### src/hdl/cpu_config.svh
/* encodings for the supported MIPS subset; halt uses the reserved opcode 6'h3f
   the ALU codes fit alu_op_t and the forwarding selects fit fwd_sel_t */
`ifndef CPU_CONFIG_SVH
`define CPU_CONFIG_SVH

`define PC_INIT   32'h0000_0000

// major opcodes
`define OP_RTYPE  6'h00
`define OP_J      6'h02
`define OP_BEQ    6'h04
`define OP_BNE    6'h05
`define OP_ADDIU  6'h09
`define OP_ANDI   6'h0c
`define OP_ORI    6'h0d
`define OP_LUI    6'h0f
`define OP_LW     6'h23
`define OP_SW     6'h2b
`define OP_HALT   6'h3f

// function field of R-type
`define FN_ADDU   6'h21
`define FN_SUBU   6'h23
`define FN_AND    6'h24
`define FN_OR     6'h25
`define FN_SLT    6'h2a

// ALU operations
`define ALU_ADD   3'd0
`define ALU_SUB   3'd1
`define ALU_AND   3'd2
`define ALU_OR    3'd3
`define ALU_SLT   3'd4
`define ALU_LUI   3'd5

// operand sources in EX
`define FWD_REG   2'd0
`define FWD_MEM   2'd1
`define FWD_WB    2'd2

`endif

### src/hdl/cpu_types_pkg.sv
/* types shared by the pipeline stages; a stage with valid low is a bubble
   and its other fields carry no meaning */
package cpu_types_pkg;

  typedef logic [31:0] word_t;
  typedef logic [4:0]  regbits_t;
  typedef logic [2:0]  alu_op_t;
  typedef logic [1:0]  fwd_sel_t;

  typedef struct packed {
    logic  valid;
    word_t instruction;
    word_t pc_plus4;
  } if_id_t;

  typedef struct packed {
    logic     valid;
    regbits_t rs;
    regbits_t rt;
    regbits_t dest;
    word_t    rdat1;
    word_t    rdat2;
    word_t    imm_ext;
    word_t    pc_plus4;
    word_t    jump_target;
    alu_op_t  alu_op;
    logic     alu_src;
    logic     is_branch;
    logic     branch_ne;
    logic     is_jump;
    logic     mem_read;
    logic     mem_write;
    logic     reg_wen;
    logic     halt;
  } id_ex_t;

  typedef struct packed {
    logic     valid;
    word_t    result;
    word_t    store_data;
    regbits_t dest;
    logic     mem_read;
    logic     mem_write;
    logic     reg_wen;
    logic     halt;
  } ex_mem_t;

  // register file write port, driven from MEM/WB
  typedef struct packed {
    logic     wen;
    regbits_t sel;
    word_t    data;
  } wb_t;

endpackage

### src/hdl/datapath.sv
/* five-stage core, both memory ports combinational with no wait states
   halt stays high until reset */
`timescale 1ns/1ps

module datapath (
  input  logic                 CLK,
  input  logic                 reset,
  output cpu_types_pkg::word_t imemaddr,
  input  cpu_types_pkg::word_t imemload,
  output cpu_types_pkg::word_t dmemaddr,
  output cpu_types_pkg::word_t dmemstore,
  output logic                 dmemwen,
  input  cpu_types_pkg::word_t dmemload,
  output logic                 halt
);
  import cpu_types_pkg::*;

  if_id_t   if_id;
  id_ex_t   id_ex;
  ex_mem_t  ex_mem;
  wb_t      wb;
  regbits_t rs_id;
  regbits_t rt_id;
  fwd_sel_t fwd_a;
  fwd_sel_t fwd_b;
  word_t    redirect_pc;
  logic     stall;
  logic     redirect;

  fetch_stage fetch (
    .CLK(CLK), .reset(reset), .stall(stall), .redirect(redirect),
    .redirect_pc(redirect_pc), .imemaddr(imemaddr), .imemload(imemload),
    .if_id(if_id)
  );

  // a redirect from EX also flushes the ID/EX slot
  decode_stage decode (
    .CLK(CLK), .reset(reset), .if_id(if_id), .wb(wb), .stall(stall),
    .flush(redirect), .rs_id(rs_id), .rt_id(rt_id), .id_ex(id_ex)
  );

  execute_stage execute (
    .CLK(CLK), .reset(reset), .id_ex(id_ex), .fwd_a(fwd_a), .fwd_b(fwd_b),
    .wb(wb), .ex_mem(ex_mem), .redirect(redirect), .redirect_pc(redirect_pc)
  );

  memory_stage memory (
    .CLK(CLK), .reset(reset), .ex_mem(ex_mem), .dmemaddr(dmemaddr),
    .dmemstore(dmemstore), .dmemwen(dmemwen), .dmemload(dmemload),
    .wb(wb), .halt(halt)
  );

  hazard_unit hazard (
    .rs_id(rs_id), .rt_id(rt_id), .id_ex(id_ex), .ex_mem(ex_mem), .wb(wb),
    .stall(stall), .fwd_a(fwd_a), .fwd_b(fwd_b)
  );

endmodule

### src/hdl/decode_stage.sv
/* register file writes first and reads through, so WB to ID needs no stall
   unknown opcodes and function codes decode as a nop */
`timescale 1ns/1ps
`include "cpu_config.svh"

module decode_stage (
  input  logic                    CLK,
  input  logic                    reset,
  input  cpu_types_pkg::if_id_t   if_id,
  input  cpu_types_pkg::wb_t      wb,
  input  logic                    stall,
  input  logic                    flush,
  output cpu_types_pkg::regbits_t rs_id,
  output cpu_types_pkg::regbits_t rt_id,
  output cpu_types_pkg::id_ex_t   id_ex
);
  import cpu_types_pkg::*;

  word_t    instr;
  word_t    regs [32];
  word_t    rdat1;
  word_t    rdat2;
  word_t    sign_ext;
  regbits_t rd;
  logic [5:0]  opcode;
  logic [5:0]  funct;
  logic [15:0] imm;
  logic     wb_write;
  id_ex_t   dec;

  assign instr    = if_id.instruction;
  assign opcode   = instr[31:26];
  assign rs_id    = instr[25:21];
  assign rt_id    = instr[20:16];
  assign rd       = instr[15:11];
  assign funct    = instr[5:0];
  assign imm      = instr[15:0];
  assign sign_ext = {{16{imm[15]}}, imm};

  // register 0 is never written and stays zero
  assign wb_write = wb.wen && (wb.sel != '0);

  always_ff @(posedge CLK) begin
    if (reset) begin
      regs <= '{default: '0};
    end else if (wb_write) begin
      regs[wb.sel] <= wb.data;
    end
  end

  // read through the write in this cycle
  assign rdat1 = (wb_write && wb.sel == rs_id) ? wb.data : regs[rs_id];
  assign rdat2 = (wb_write && wb.sel == rt_id) ? wb.data : regs[rt_id];

  always_comb begin
    dec             = '0;
    dec.valid       = if_id.valid;
    dec.rs          = rs_id;
    dec.rt          = rt_id;
    dec.dest        = rt_id;
    dec.rdat1       = rdat1;
    dec.rdat2       = rdat2;
    dec.imm_ext     = sign_ext;
    dec.pc_plus4    = if_id.pc_plus4;
    dec.jump_target = {if_id.pc_plus4[31:28], instr[25:0], 2'b00};
    dec.alu_op      = `ALU_ADD;
    case (opcode)
      `OP_RTYPE: begin
        dec.dest    = rd;
        dec.reg_wen = 1'b1;
        case (funct)
          `FN_ADDU: dec.alu_op = `ALU_ADD;
          `FN_SUBU: dec.alu_op = `ALU_SUB;
          `FN_AND:  dec.alu_op = `ALU_AND;
          `FN_OR:   dec.alu_op = `ALU_OR;
          `FN_SLT:  dec.alu_op = `ALU_SLT;
          default:  dec.reg_wen = 1'b0;
        endcase
      end
      `OP_ADDIU: begin
        dec.alu_src = 1'b1;
        dec.reg_wen = 1'b1;
      end
      `OP_ANDI, `OP_ORI: begin
        dec.alu_op  = (opcode == `OP_ANDI) ? `ALU_AND : `ALU_OR;
        dec.alu_src = 1'b1;
        dec.reg_wen = 1'b1;
        dec.imm_ext = {16'h0000, imm};
      end
      `OP_LUI: begin
        dec.alu_op  = `ALU_LUI;
        dec.alu_src = 1'b1;
        dec.reg_wen = 1'b1;
        dec.imm_ext = {imm, 16'h0000};
      end
      `OP_LW: begin
        dec.alu_src  = 1'b1;
        dec.mem_read = 1'b1;
        dec.reg_wen  = 1'b1;
      end
      `OP_SW: begin
        dec.alu_src   = 1'b1;
        dec.mem_write = 1'b1;
      end
      `OP_BEQ:  dec.is_branch = 1'b1;
      `OP_BNE: begin
        dec.is_branch = 1'b1;
        dec.branch_ne = 1'b1;
      end
      `OP_J:    dec.is_jump = 1'b1;
      `OP_HALT: dec.halt = 1'b1;
      default: ;
    endcase
  end

  always_ff @(posedge CLK) begin
    if (reset) begin
      id_ex.valid <= 1'b0;
    end else begin
      id_ex       <= dec;
      // bubble on load-use stall or on a redirect from EX
      id_ex.valid <= dec.valid & ~stall & ~flush;
    end
  end

endmodule

### src/hdl/execute_stage.sv
/* branches and jumps resolve here, so a taken one costs two squashed slots
   store data is the forwarded rt value, not the immediate */
`timescale 1ns/1ps
`include "cpu_config.svh"

module execute_stage (
  input  logic                     CLK,
  input  logic                     reset,
  input  cpu_types_pkg::id_ex_t    id_ex,
  input  cpu_types_pkg::fwd_sel_t  fwd_a,
  input  cpu_types_pkg::fwd_sel_t  fwd_b,
  input  cpu_types_pkg::wb_t       wb,
  output cpu_types_pkg::ex_mem_t   ex_mem,
  output logic                     redirect,
  output cpu_types_pkg::word_t     redirect_pc
);
  import cpu_types_pkg::*;

  word_t op_a;
  word_t op_b;
  word_t alu_b;
  word_t alu_result;
  word_t branch_target;
  logic  take_branch;

  function automatic word_t fwd_mux(input fwd_sel_t sel, input word_t reg_val,
                                    input word_t mem_val, input word_t wb_val);
    case (sel)
      `FWD_MEM: return mem_val;
      `FWD_WB:  return wb_val;
      default:  return reg_val;
    endcase
  endfunction

  assign op_a  = fwd_mux(fwd_a, id_ex.rdat1, ex_mem.result, wb.data);
  assign op_b  = fwd_mux(fwd_b, id_ex.rdat2, ex_mem.result, wb.data);
  assign alu_b = id_ex.alu_src ? id_ex.imm_ext : op_b;

  always_comb begin
    case (id_ex.alu_op)
      `ALU_SUB: alu_result = op_a - alu_b;
      `ALU_AND: alu_result = op_a & alu_b;
      `ALU_OR:  alu_result = op_a | alu_b;
      `ALU_SLT: alu_result = {31'd0, $signed(op_a) < $signed(alu_b)};
      // immediate already sits in the upper half
      `ALU_LUI: alu_result = alu_b;
      default:  alu_result = op_a + alu_b;
    endcase
  end

  assign branch_target = id_ex.pc_plus4 + {id_ex.imm_ext[29:0], 2'b00};
  assign take_branch   = id_ex.is_branch & ((op_a == op_b) ^ id_ex.branch_ne);
  assign redirect      = id_ex.valid & (id_ex.is_jump | take_branch);
  assign redirect_pc   = id_ex.is_jump ? id_ex.jump_target : branch_target;

  always_ff @(posedge CLK) begin
    if (reset) begin
      ex_mem.valid <= 1'b0;
    end else begin
      ex_mem.valid <= id_ex.valid;
    end
  end

  always_ff @(posedge CLK) begin
    ex_mem.result     <= alu_result;
    ex_mem.store_data <= op_b;
    ex_mem.dest       <= id_ex.dest;
    ex_mem.mem_read   <= id_ex.mem_read;
    ex_mem.mem_write  <= id_ex.mem_write;
    ex_mem.reg_wen    <= id_ex.reg_wen;
    ex_mem.halt       <= id_ex.halt;
  end

endmodule

### src/hdl/fetch_stage.sv
/* instruction memory must answer in the same cycle as imemaddr
   a redirect from EX takes priority over a stall */
`timescale 1ns/1ps
`include "cpu_config.svh"

module fetch_stage (
  input  logic                  CLK,
  input  logic                  reset,
  input  logic                  stall,
  input  logic                  redirect,
  input  cpu_types_pkg::word_t  redirect_pc,
  output cpu_types_pkg::word_t  imemaddr,
  input  cpu_types_pkg::word_t  imemload,
  output cpu_types_pkg::if_id_t if_id
);
  import cpu_types_pkg::*;

  word_t pc;
  word_t pc_plus4;

  assign imemaddr = pc;
  assign pc_plus4 = pc + 32'd4;

  always_ff @(posedge CLK) begin
    if (reset) begin
      pc          <= `PC_INIT;
      if_id.valid <= 1'b0;
    end else if (redirect) begin
      // word fetched down the wrong path is dropped
      pc          <= redirect_pc;
      if_id.valid <= 1'b0;
    end else if (!stall) begin
      pc                <= pc_plus4;
      if_id.valid       <= 1'b1;
      if_id.instruction <= imemload;
      if_id.pc_plus4    <= pc_plus4;
    end
  end

endmodule

### src/hdl/hazard_unit.sv
/* stall is conservative, rt of ID is compared even when it is a destination
   a load in EX/MEM is never forwarded since the stall already covers it */
`timescale 1ns/1ps
`include "cpu_config.svh"

module hazard_unit (
  input  cpu_types_pkg::regbits_t rs_id,
  input  cpu_types_pkg::regbits_t rt_id,
  input  cpu_types_pkg::id_ex_t   id_ex,
  input  cpu_types_pkg::ex_mem_t  ex_mem,
  input  cpu_types_pkg::wb_t      wb,
  output logic                    stall,
  output cpu_types_pkg::fwd_sel_t fwd_a,
  output cpu_types_pkg::fwd_sel_t fwd_b
);
  import cpu_types_pkg::*;

  logic load_in_ex;
  logic mem_writes;
  logic wb_writes;

  // newest writer wins, EX/MEM before writeback
  function automatic fwd_sel_t pick_source(input regbits_t src,
                                           input logic mem_wr, input regbits_t mem_dest,
                                           input logic wb_wr, input regbits_t wb_dest);
    fwd_sel_t sel;
    sel = `FWD_REG;
    if (mem_wr && mem_dest == src) begin
      sel = `FWD_MEM;
    end else if (wb_wr && wb_dest == src) begin
      sel = `FWD_WB;
    end
    return sel;
  endfunction

  assign load_in_ex = id_ex.valid && id_ex.mem_read && (id_ex.dest != '0);
  assign stall      = load_in_ex && (id_ex.dest == rs_id || id_ex.dest == rt_id);

  assign mem_writes = ex_mem.valid && ex_mem.reg_wen && (ex_mem.dest != '0);
  assign wb_writes  = wb.wen && (wb.sel != '0);

  assign fwd_a = pick_source(id_ex.rs, mem_writes, ex_mem.dest, wb_writes, wb.sel);
  assign fwd_b = pick_source(id_ex.rt, mem_writes, ex_mem.dest, wb_writes, wb.sel);

endmodule

### src/hdl/memory_stage.sv
/* data memory must answer in the same cycle; halt is sticky until reset
   and blocks any store that follows it */
`timescale 1ns/1ps

module memory_stage (
  input  logic                   CLK,
  input  logic                   reset,
  input  cpu_types_pkg::ex_mem_t ex_mem,
  output cpu_types_pkg::word_t   dmemaddr,
  output cpu_types_pkg::word_t   dmemstore,
  output logic                   dmemwen,
  input  cpu_types_pkg::word_t   dmemload,
  output cpu_types_pkg::wb_t     wb,
  output logic                   halt
);
  import cpu_types_pkg::*;

  word_t wb_data;

  assign dmemaddr  = ex_mem.result;
  assign dmemstore = ex_mem.store_data;
  assign dmemwen   = ex_mem.valid & ex_mem.mem_write & ~halt;

  assign wb_data = ex_mem.mem_read ? dmemload : ex_mem.result;

  always_ff @(posedge CLK) begin
    if (reset) begin
      wb.wen <= 1'b0;
      halt   <= 1'b0;
    end else begin
      wb.wen <= ex_mem.valid & ex_mem.reg_wen;
      if (ex_mem.valid && ex_mem.halt) begin
        halt <= 1'b1;
      end
    end
  end

  always_ff @(posedge CLK) begin
    wb.sel  <= ex_mem.dest;
    wb.data <= wb_data;
  end

endmodule

### config.mk
export PLATFORM = sky130hd
export DESIGN_NAME = datapath
export DESIGN_NICKNAME = d
export VERILOG_FILES = /design/src/hdl/cpu_types_pkg.sv /design/src/hdl/datapath.sv /design/src/hdl/decode_stage.sv /design/src/hdl/execute_stage.sv /design/src/hdl/fetch_stage.sv /design/src/hdl/hazard_unit.sv /design/src/hdl/memory_stage.sv
export VERILOG_INCLUDE_DIRS = /design/src /design/src/hdl
export SDC_FILE = /design/constraint.sdc
export NUM_CORES = 2
export LEC_CHECK = 0
export BUFFER_PORTS_ARGS = -buffer_cell sky130_fd_sc_hd__buf_2
export CORE_MARGIN = 2
export CORE_UTILIZATION = 55
export DETAILED_ROUTE_END_ITERATION = 12
export GPL_TIMING_DRIVEN = 0
export PLACE_DENSITY_LB_ADDON = 0.3
export SLEW_MARGIN = 0
export SYNTH_ARGS = -nofsm -noshare
export SYNTH_HDL_FRONTEND = slang
export SYNTH_HIERARCHICAL = 1
export SYNTH_SLANG_ARGS = --single-unit
export TNS_END_PERCENT = 5
### constraint.sdc
create_clock -name CLK -period 17.44 [get_ports CLK]
set_input_delay 2.616 -clock CLK [delete_from_list [all_inputs] [get_ports CLK]]
set_output_delay 2.616 -clock CLK [all_outputs]
set_load 0.005 [all_outputs]
# After elaboration in Yosys (flattened, before gate mapping)
# Index checks and enable logic that the tools add are counted.
# totals
register_bits	1419
mem_count	0
out_inout_bits	98
romBits	0
ram_bits	0
inputBits	66
wordCells	190
latch_bits	0
# op_classes
order_cmp	5
shift	0
n_reduce_logical	26
eq_ne	34
muxes	37
bitwise_logic	18
n_mul	0
n_div	0
n_addsub	4
# op_table
operator	count
1024-bit bitwise mux	1
32-bit two-way mux	12
32-bit binary-select mux with 5-bit select	2
32-bit one-hot mux with 2 select lines	3
32-bit demux with 5-bit select	1
32-bit one-hot mux with 5 select lines	1
32-bit adder	2
6-bit == test (second input constant)	8
5-bit == test	8
32-bit by 3-bit adder with 32-bit output (second input constant)	1
32-bit AND	1
32-bit == test	1
32-bit less-than comparator	1
32-bit bitwise OR	1
32-bit subtractor	1
6-bit by 4-bit == test with 1-bit output (second input constant)	4
6-bit >= comparator (second input constant)	3
5-bit inverter with 6-bit output	3
5-bit nonzero test	3
1-bit logical AND	14
6-bit by 3-bit == test with 1-bit output (second input constant)	2
3-bit one-hot mux with 4 select lines	1
5-bit OR reduction	2
1-bit two-way mux	9
other kinds (21)	39

# Logic depth before layout (Yosys ltp)
# logic_depth
depth_word	14
ltp_mapped	26
depth_no_buf	22

# By module
# Netlist, hierarchy kept.
# modules_own_cells
mod	cells_each	seq_area_each_um2	n_inst	area_each_um2
decode_stage	6040	25624.6	1	57159.8
execute_stage	1481	1481.4	1	10505.1
fetch_stage	386	2582.5	1	4311.6
memory_stage	145	780.7	1	1829.3
hazard_unit	49	0.0	1	410.4

# Worst setup path before layout
# No wires, ideal clock.
# synth_path
kind	input to register
from	input port reset
to	register decode/id_ex[0] (netlist name)
required_time_ns	16.919
t_arrival_ns	6.478
n_path_buf	3
stages	4
setup_time_ns	0.521
setup_slack_ns	10.441
cell_sequence	clkbuf_1 > clkbuf_1 > buf_1 > inv_1
# synth_rtl
element	line	rtl
start, declared	datapath.sv:7	input logic reset,
# No word-level cell between the ends.

# Worst setup path in the final report
# layout_path
from	register memory/wb[35] (netlist name)
to	register fetch.pc[29] (netlist: fetch/imemaddr[29])
# layout_between
elab_chain_len	13
elab_cells_between_ends	23
cone_classes	8 x eq/ne; 7 x mux; 4 x bitwise; 4 x reduce/logical
# layout_rtl
element	line	rtl
5-bit nonzero test	hazard_unit.sv:40	assign wb_writes = wb.wen && (wb.sel != '0);
1-bit logical AND	hazard_unit.sv:40	
1-bit logical AND *	hazard_unit.sv:30	end else if (wb_wr && wb_dest == src) begin
2-bit two-way mux *	hazard_unit.sv:30	
2-bit two-way mux *	hazard_unit.sv:28	if (mem_wr && mem_dest == src) begin
named net fwd_b[1]	datapath.sv:25	fwd_sel_t fwd_b;
2-bit == test / 2-bit by 1-bit == test with 1-bit output (equally long branches)	execute_stage.sv:28	case (sel)
32-bit one-hot mux with 2 select lines *	execute_stage.sv:28	
named net execute.op_b[17]	execute_stage.sv:20	word_t op_b;
32-bit == test *	execute_stage.sv:52	assign take_branch = id_ex.is_branch & ((op_a == op_b) ^ id_ex.branch_ne);
1-bit XOR *	execute_stage.sv:52	
1-bit AND *	execute_stage.sv:52	
1-bit bitwise OR *	execute_stage.sv:53	assign redirect = id_ex.valid & (id_ex.is_jump | take_branch);
1-bit AND *	execute_stage.sv:53	
named net redirect	datapath.sv:28	logic redirect;
2-bit inequality test (no line) / 32-bit two-way mux (equally long branches)	n/a	
end signal, assigned	fetch_stage.sv:26	pc <= `PC_INIT;
end signal, assigned	fetch_stage.sv:30	pc <= redirect_pc;
end signal, assigned	fetch_stage.sv:33	pc <= pc_plus4;
end, declared	fetch_stage.sv:18	word_t pc;
# Mark *: on every way through the listed nets, which the timed path passes. The rest lies on a longest branch.
# A chain may end at the register's enable or synchronous reset.

==> run summary <==
Slew Limit Fails - 0
Most common cell in the netlist - nand2_1
Post-cts sizing count - 0
Fin. Hold Viols - 0
Synth area leader - dfxtp_1
Setup slack, reg-to-reg - 8.83 ns
Worst-path cell chain - or4_1 -> o21ai_1 -> or4_1 -> nor4_2 -> ha_1 -> buf_2 -> clkbuf_1 -> buf_1 -> nand2_1 -> o21ai_1 -> xnor2_1 -> nor4_1 -> nand4_1 -> nor2_1 -> xnor2_1 -> o21ai_1 -> clkbuf_1 -> or3_1 -> clkbuf_1 -> inv_1 -> buf_2 -> buf_12 -> nand2_1 -> o221ai_1
Die height - 371 um
Clock net sink count - 1,405
Port bufs - 163
Top post-synthesis cells by count - nand2_1 (2,241), dfxtp_1 (1,171), a21oi_1 (1,145)
Core area - 134,000 um2
Leak Pwr - 28.8 nW
Worst EP required - 18.15 ns
Post-CTS Hold Buffers - 0
Routed WL per cell - 30.5 um
Postcts setup bufs - 0
Max-capacitance violation count - 0
Fillers - 11,300
Setup TNS Final - 0 ns
Vias - 68,000
Fin cells - 10,300
Ratio of cells with drive above 1 in the final layout - 15.9%
Worst-case clock buffer depth - 3
Worst r2r path cells - 24
Total grt overflow - 0
Worst slew pin tran - 1.47 ns
Die ar. - 138,000 um2
Clk root buf - clkbuf_16
Ranking of synthesized cells by area - dfxtp_1 (32%), mux4_2 (15%), nand2_1 (11%), edfxtp_1 (9.5%), a21oi_1 (7.7%)
DR iter-0 viols - 9,757
Clk_skew - 0.0388 ns
Dpl ws - 9.21 ns
P per Cell Area - 102 nW/um2
Dpl cells - 10,000
Post-DP HPWL - 248,000 um
CTS buffer count - 152
Peak supply drop - 0.0890 mV
Post-synth EDFFs - 234
CP max-delay cell - nor4_1
Unique masters post-synth - 98
Arr. time, crit path - 9.32 ns
CP Class - flop to flop
Final period util - 49.4%
Die W - 371 um
Global-route wire length before repair - 439,000 um
Hold Path Class - flop to flop
Top_reg_cell synth - dfxtp_1
DR pass1 iterations - 7
Layout area overhead - 11.3%
Pin count of the biggest net entering global routing - 85
Drt drc - 0
Crit-path max cell delay - 0.93 ns
Slew HR - 1.85%
Async set or reset register ratio after synthesis - 0%
Mean post-synth cell area - 9.16 um2
Mapped Area - 74,200 um2
Post-Synthesis Cells - 8,101
Minimum clock period - 8.61 ns
Post-synth top area share - 31.6%
Outcome - finished, final reports clean
Fmax - 116 MHz
Area after DPL - 77,300 um2
Top Ports - 164
Top fanout value on the critical path - 39
Placer Congestion - 1.05
CTS tree - done
PnR worst setup slack - 8.83 ns
H-tree levels - 4
Register area share after synthesis - 41.1%
Kind of end point of the critical path - flop
Clock Pin Slew Worst Setup and Hold Paths - 0.06 ns
Number of global-route vias before repair - 64,900
Yosys warning count - 6
CP Launch Type - flop
Vias/cell - 6.59
Design Power - 8.44 mW
Total Wirelength - 314,000 um
Flops & latches, synth - 1,405
GRT Resource Usage Total - 44.5%
R2r startpoint - memory/wb[35]
Hold Path End - execute/ex_mem[2]
Worst-skew pair later-pin latency - 0.81 ns
# rows - 134
ANT nets after route - 0
RSZ-0062 raised after global routing - false
Fin nets - 8,622
Count of final setup violators - 0
Worst hold path startpoint - decode/id_ex[2]
Final instance area - 82,600 um2
Worst R2R End - fetch/imemaddr[29]
Hold Path Cell Cnt - 0
Initial antenna violation count - 13
Initial Util - 55.5%
-- through the flow --
stage	hold WS (ns)	util [%]
2_1_floorplan	0.323	-
5_1_grt	0.344	61.8
6_report	0.341	61.8
3_5_place_dp	0.329	57.9
3_3_place_gp	0.329	57.8
4_1_cts	0.341	61.8
-- cell families after synthesis --
kind of cell	after synthesis	share of synthesized area, %
compound gates	1984	15.4
other cells	1	0.00505
xor+xnor	135	1.59
mux	584	16.9
fa+ha+maj	133	2.27
buf+inv	991	6.71
flops	1405	41.1
simple gates	2868	16.1
-- routing by layer --
layer	vias up	wire length (um)	track usage [%]
met5	-	78	0
met4	12	28800	34.5
met3	1261	33700	10.7
met2	4431	145000	71.6
met1	33000	107000	51.3
li1	29300	-	-
-- where the power goes --
part           leakage, nW  switching, mW  total, mW  internal (mW)
clock network         2.57           1.44       3.42           1.97
registers             11.8          0.139       3.54           3.41
logic                 14.4           1.02       1.48          0.451
-- registers in the layout, summed over array words and instances, names as in the netlist --
name            count
decode/id_ex      171
decode/regs      1024
execute/ex_mem     74
fetch/if_id        65
fetch/imemaddr     32
memory/halt         1
memory/wb          38
-- worst max path at each step --
stage / from / end / slack [ns] / cells past startpoint
after detailed placement: memory/wb[35] / fetch/imemaddr[29] / 9.21 / 23
after floorplan: reset / decode/id_ex[0] / 10.44 / 4
after CTS: memory/wb[35] / fetch/imemaddr[29] / 9.19 / 23
after global placement: memory/wb[35] / fetch/imemaddr[25] / 6.72 / 22
final: memory/wb[35] / fetch/imemaddr[29] / 8.83 / 24
after global routing: memory/wb[35] / fetch/imemaddr[29] / 8.65 / 24
-- final cells by class --
cell class | instances | area (um2) | share of cell area [%]
Tap cell | 1768 | 2210 | 2.68
Buffer | 853 | 4460 | 5.40
Clock inverter | 56 | 833 | 1.01
Inverter | 138 | 523 | 0.633
Multi-Input combinational cell | 5706 | 38800 | 46.9
Timing Repair Buffer | 167 | 896 | 1.08
Clock buffer | 219 | 4430 | 5.36
Sequential cell | 1405 | 30500 | 36.9
Antenna cell | 9 | 22.5 | 0.0273
-- cells in the final DEF (no fill, tap or decap), types with 20 or more instances in the layout --
cell,instances
clkbuf_8,35
mux4_1,25
nand3_1,48
nor4_1,22
o221ai_1,25
and3_1,20
mux2_4,30
clkbuf_2,29
and2_1,29
ha_1,130
o22ai_1,268
a22oi_1,65
xnor2_1,79
mux2_2,29
nor3_1,42
inv_1,133
edfxtp_1,234
or4_1,76
a21oi_1,1145
nor2b_1,45
nand2_1,2241
mux4_2,485
o21ai_0,91
nand2b_1,31
a211oi_1,41
nor2_1,212
buf_12,24
buf_2,330
buf_6,28
xor2_1,56
buf_4,104
dfxtp_1,1171
o21ai_1,103
clkbuf_1,505
o211ai_1,22
a21o_1,43
clkbuf_16,153
buf_1,22
-- critical path: cells and delay by family, from the launching register on --
kind                     cells  cell delay, ns
AND/OR/NAND/NOR              9            3.27
flip-flops                   1            0.70
adder cells (fa/ha/maj)      1            0.17
AO/OA/AOI/OAI                4            0.85
XOR/XNOR                     2            0.36
buffers and inverters        8            3.14
No activity file was read; power rests on OpenSTA's default activity.
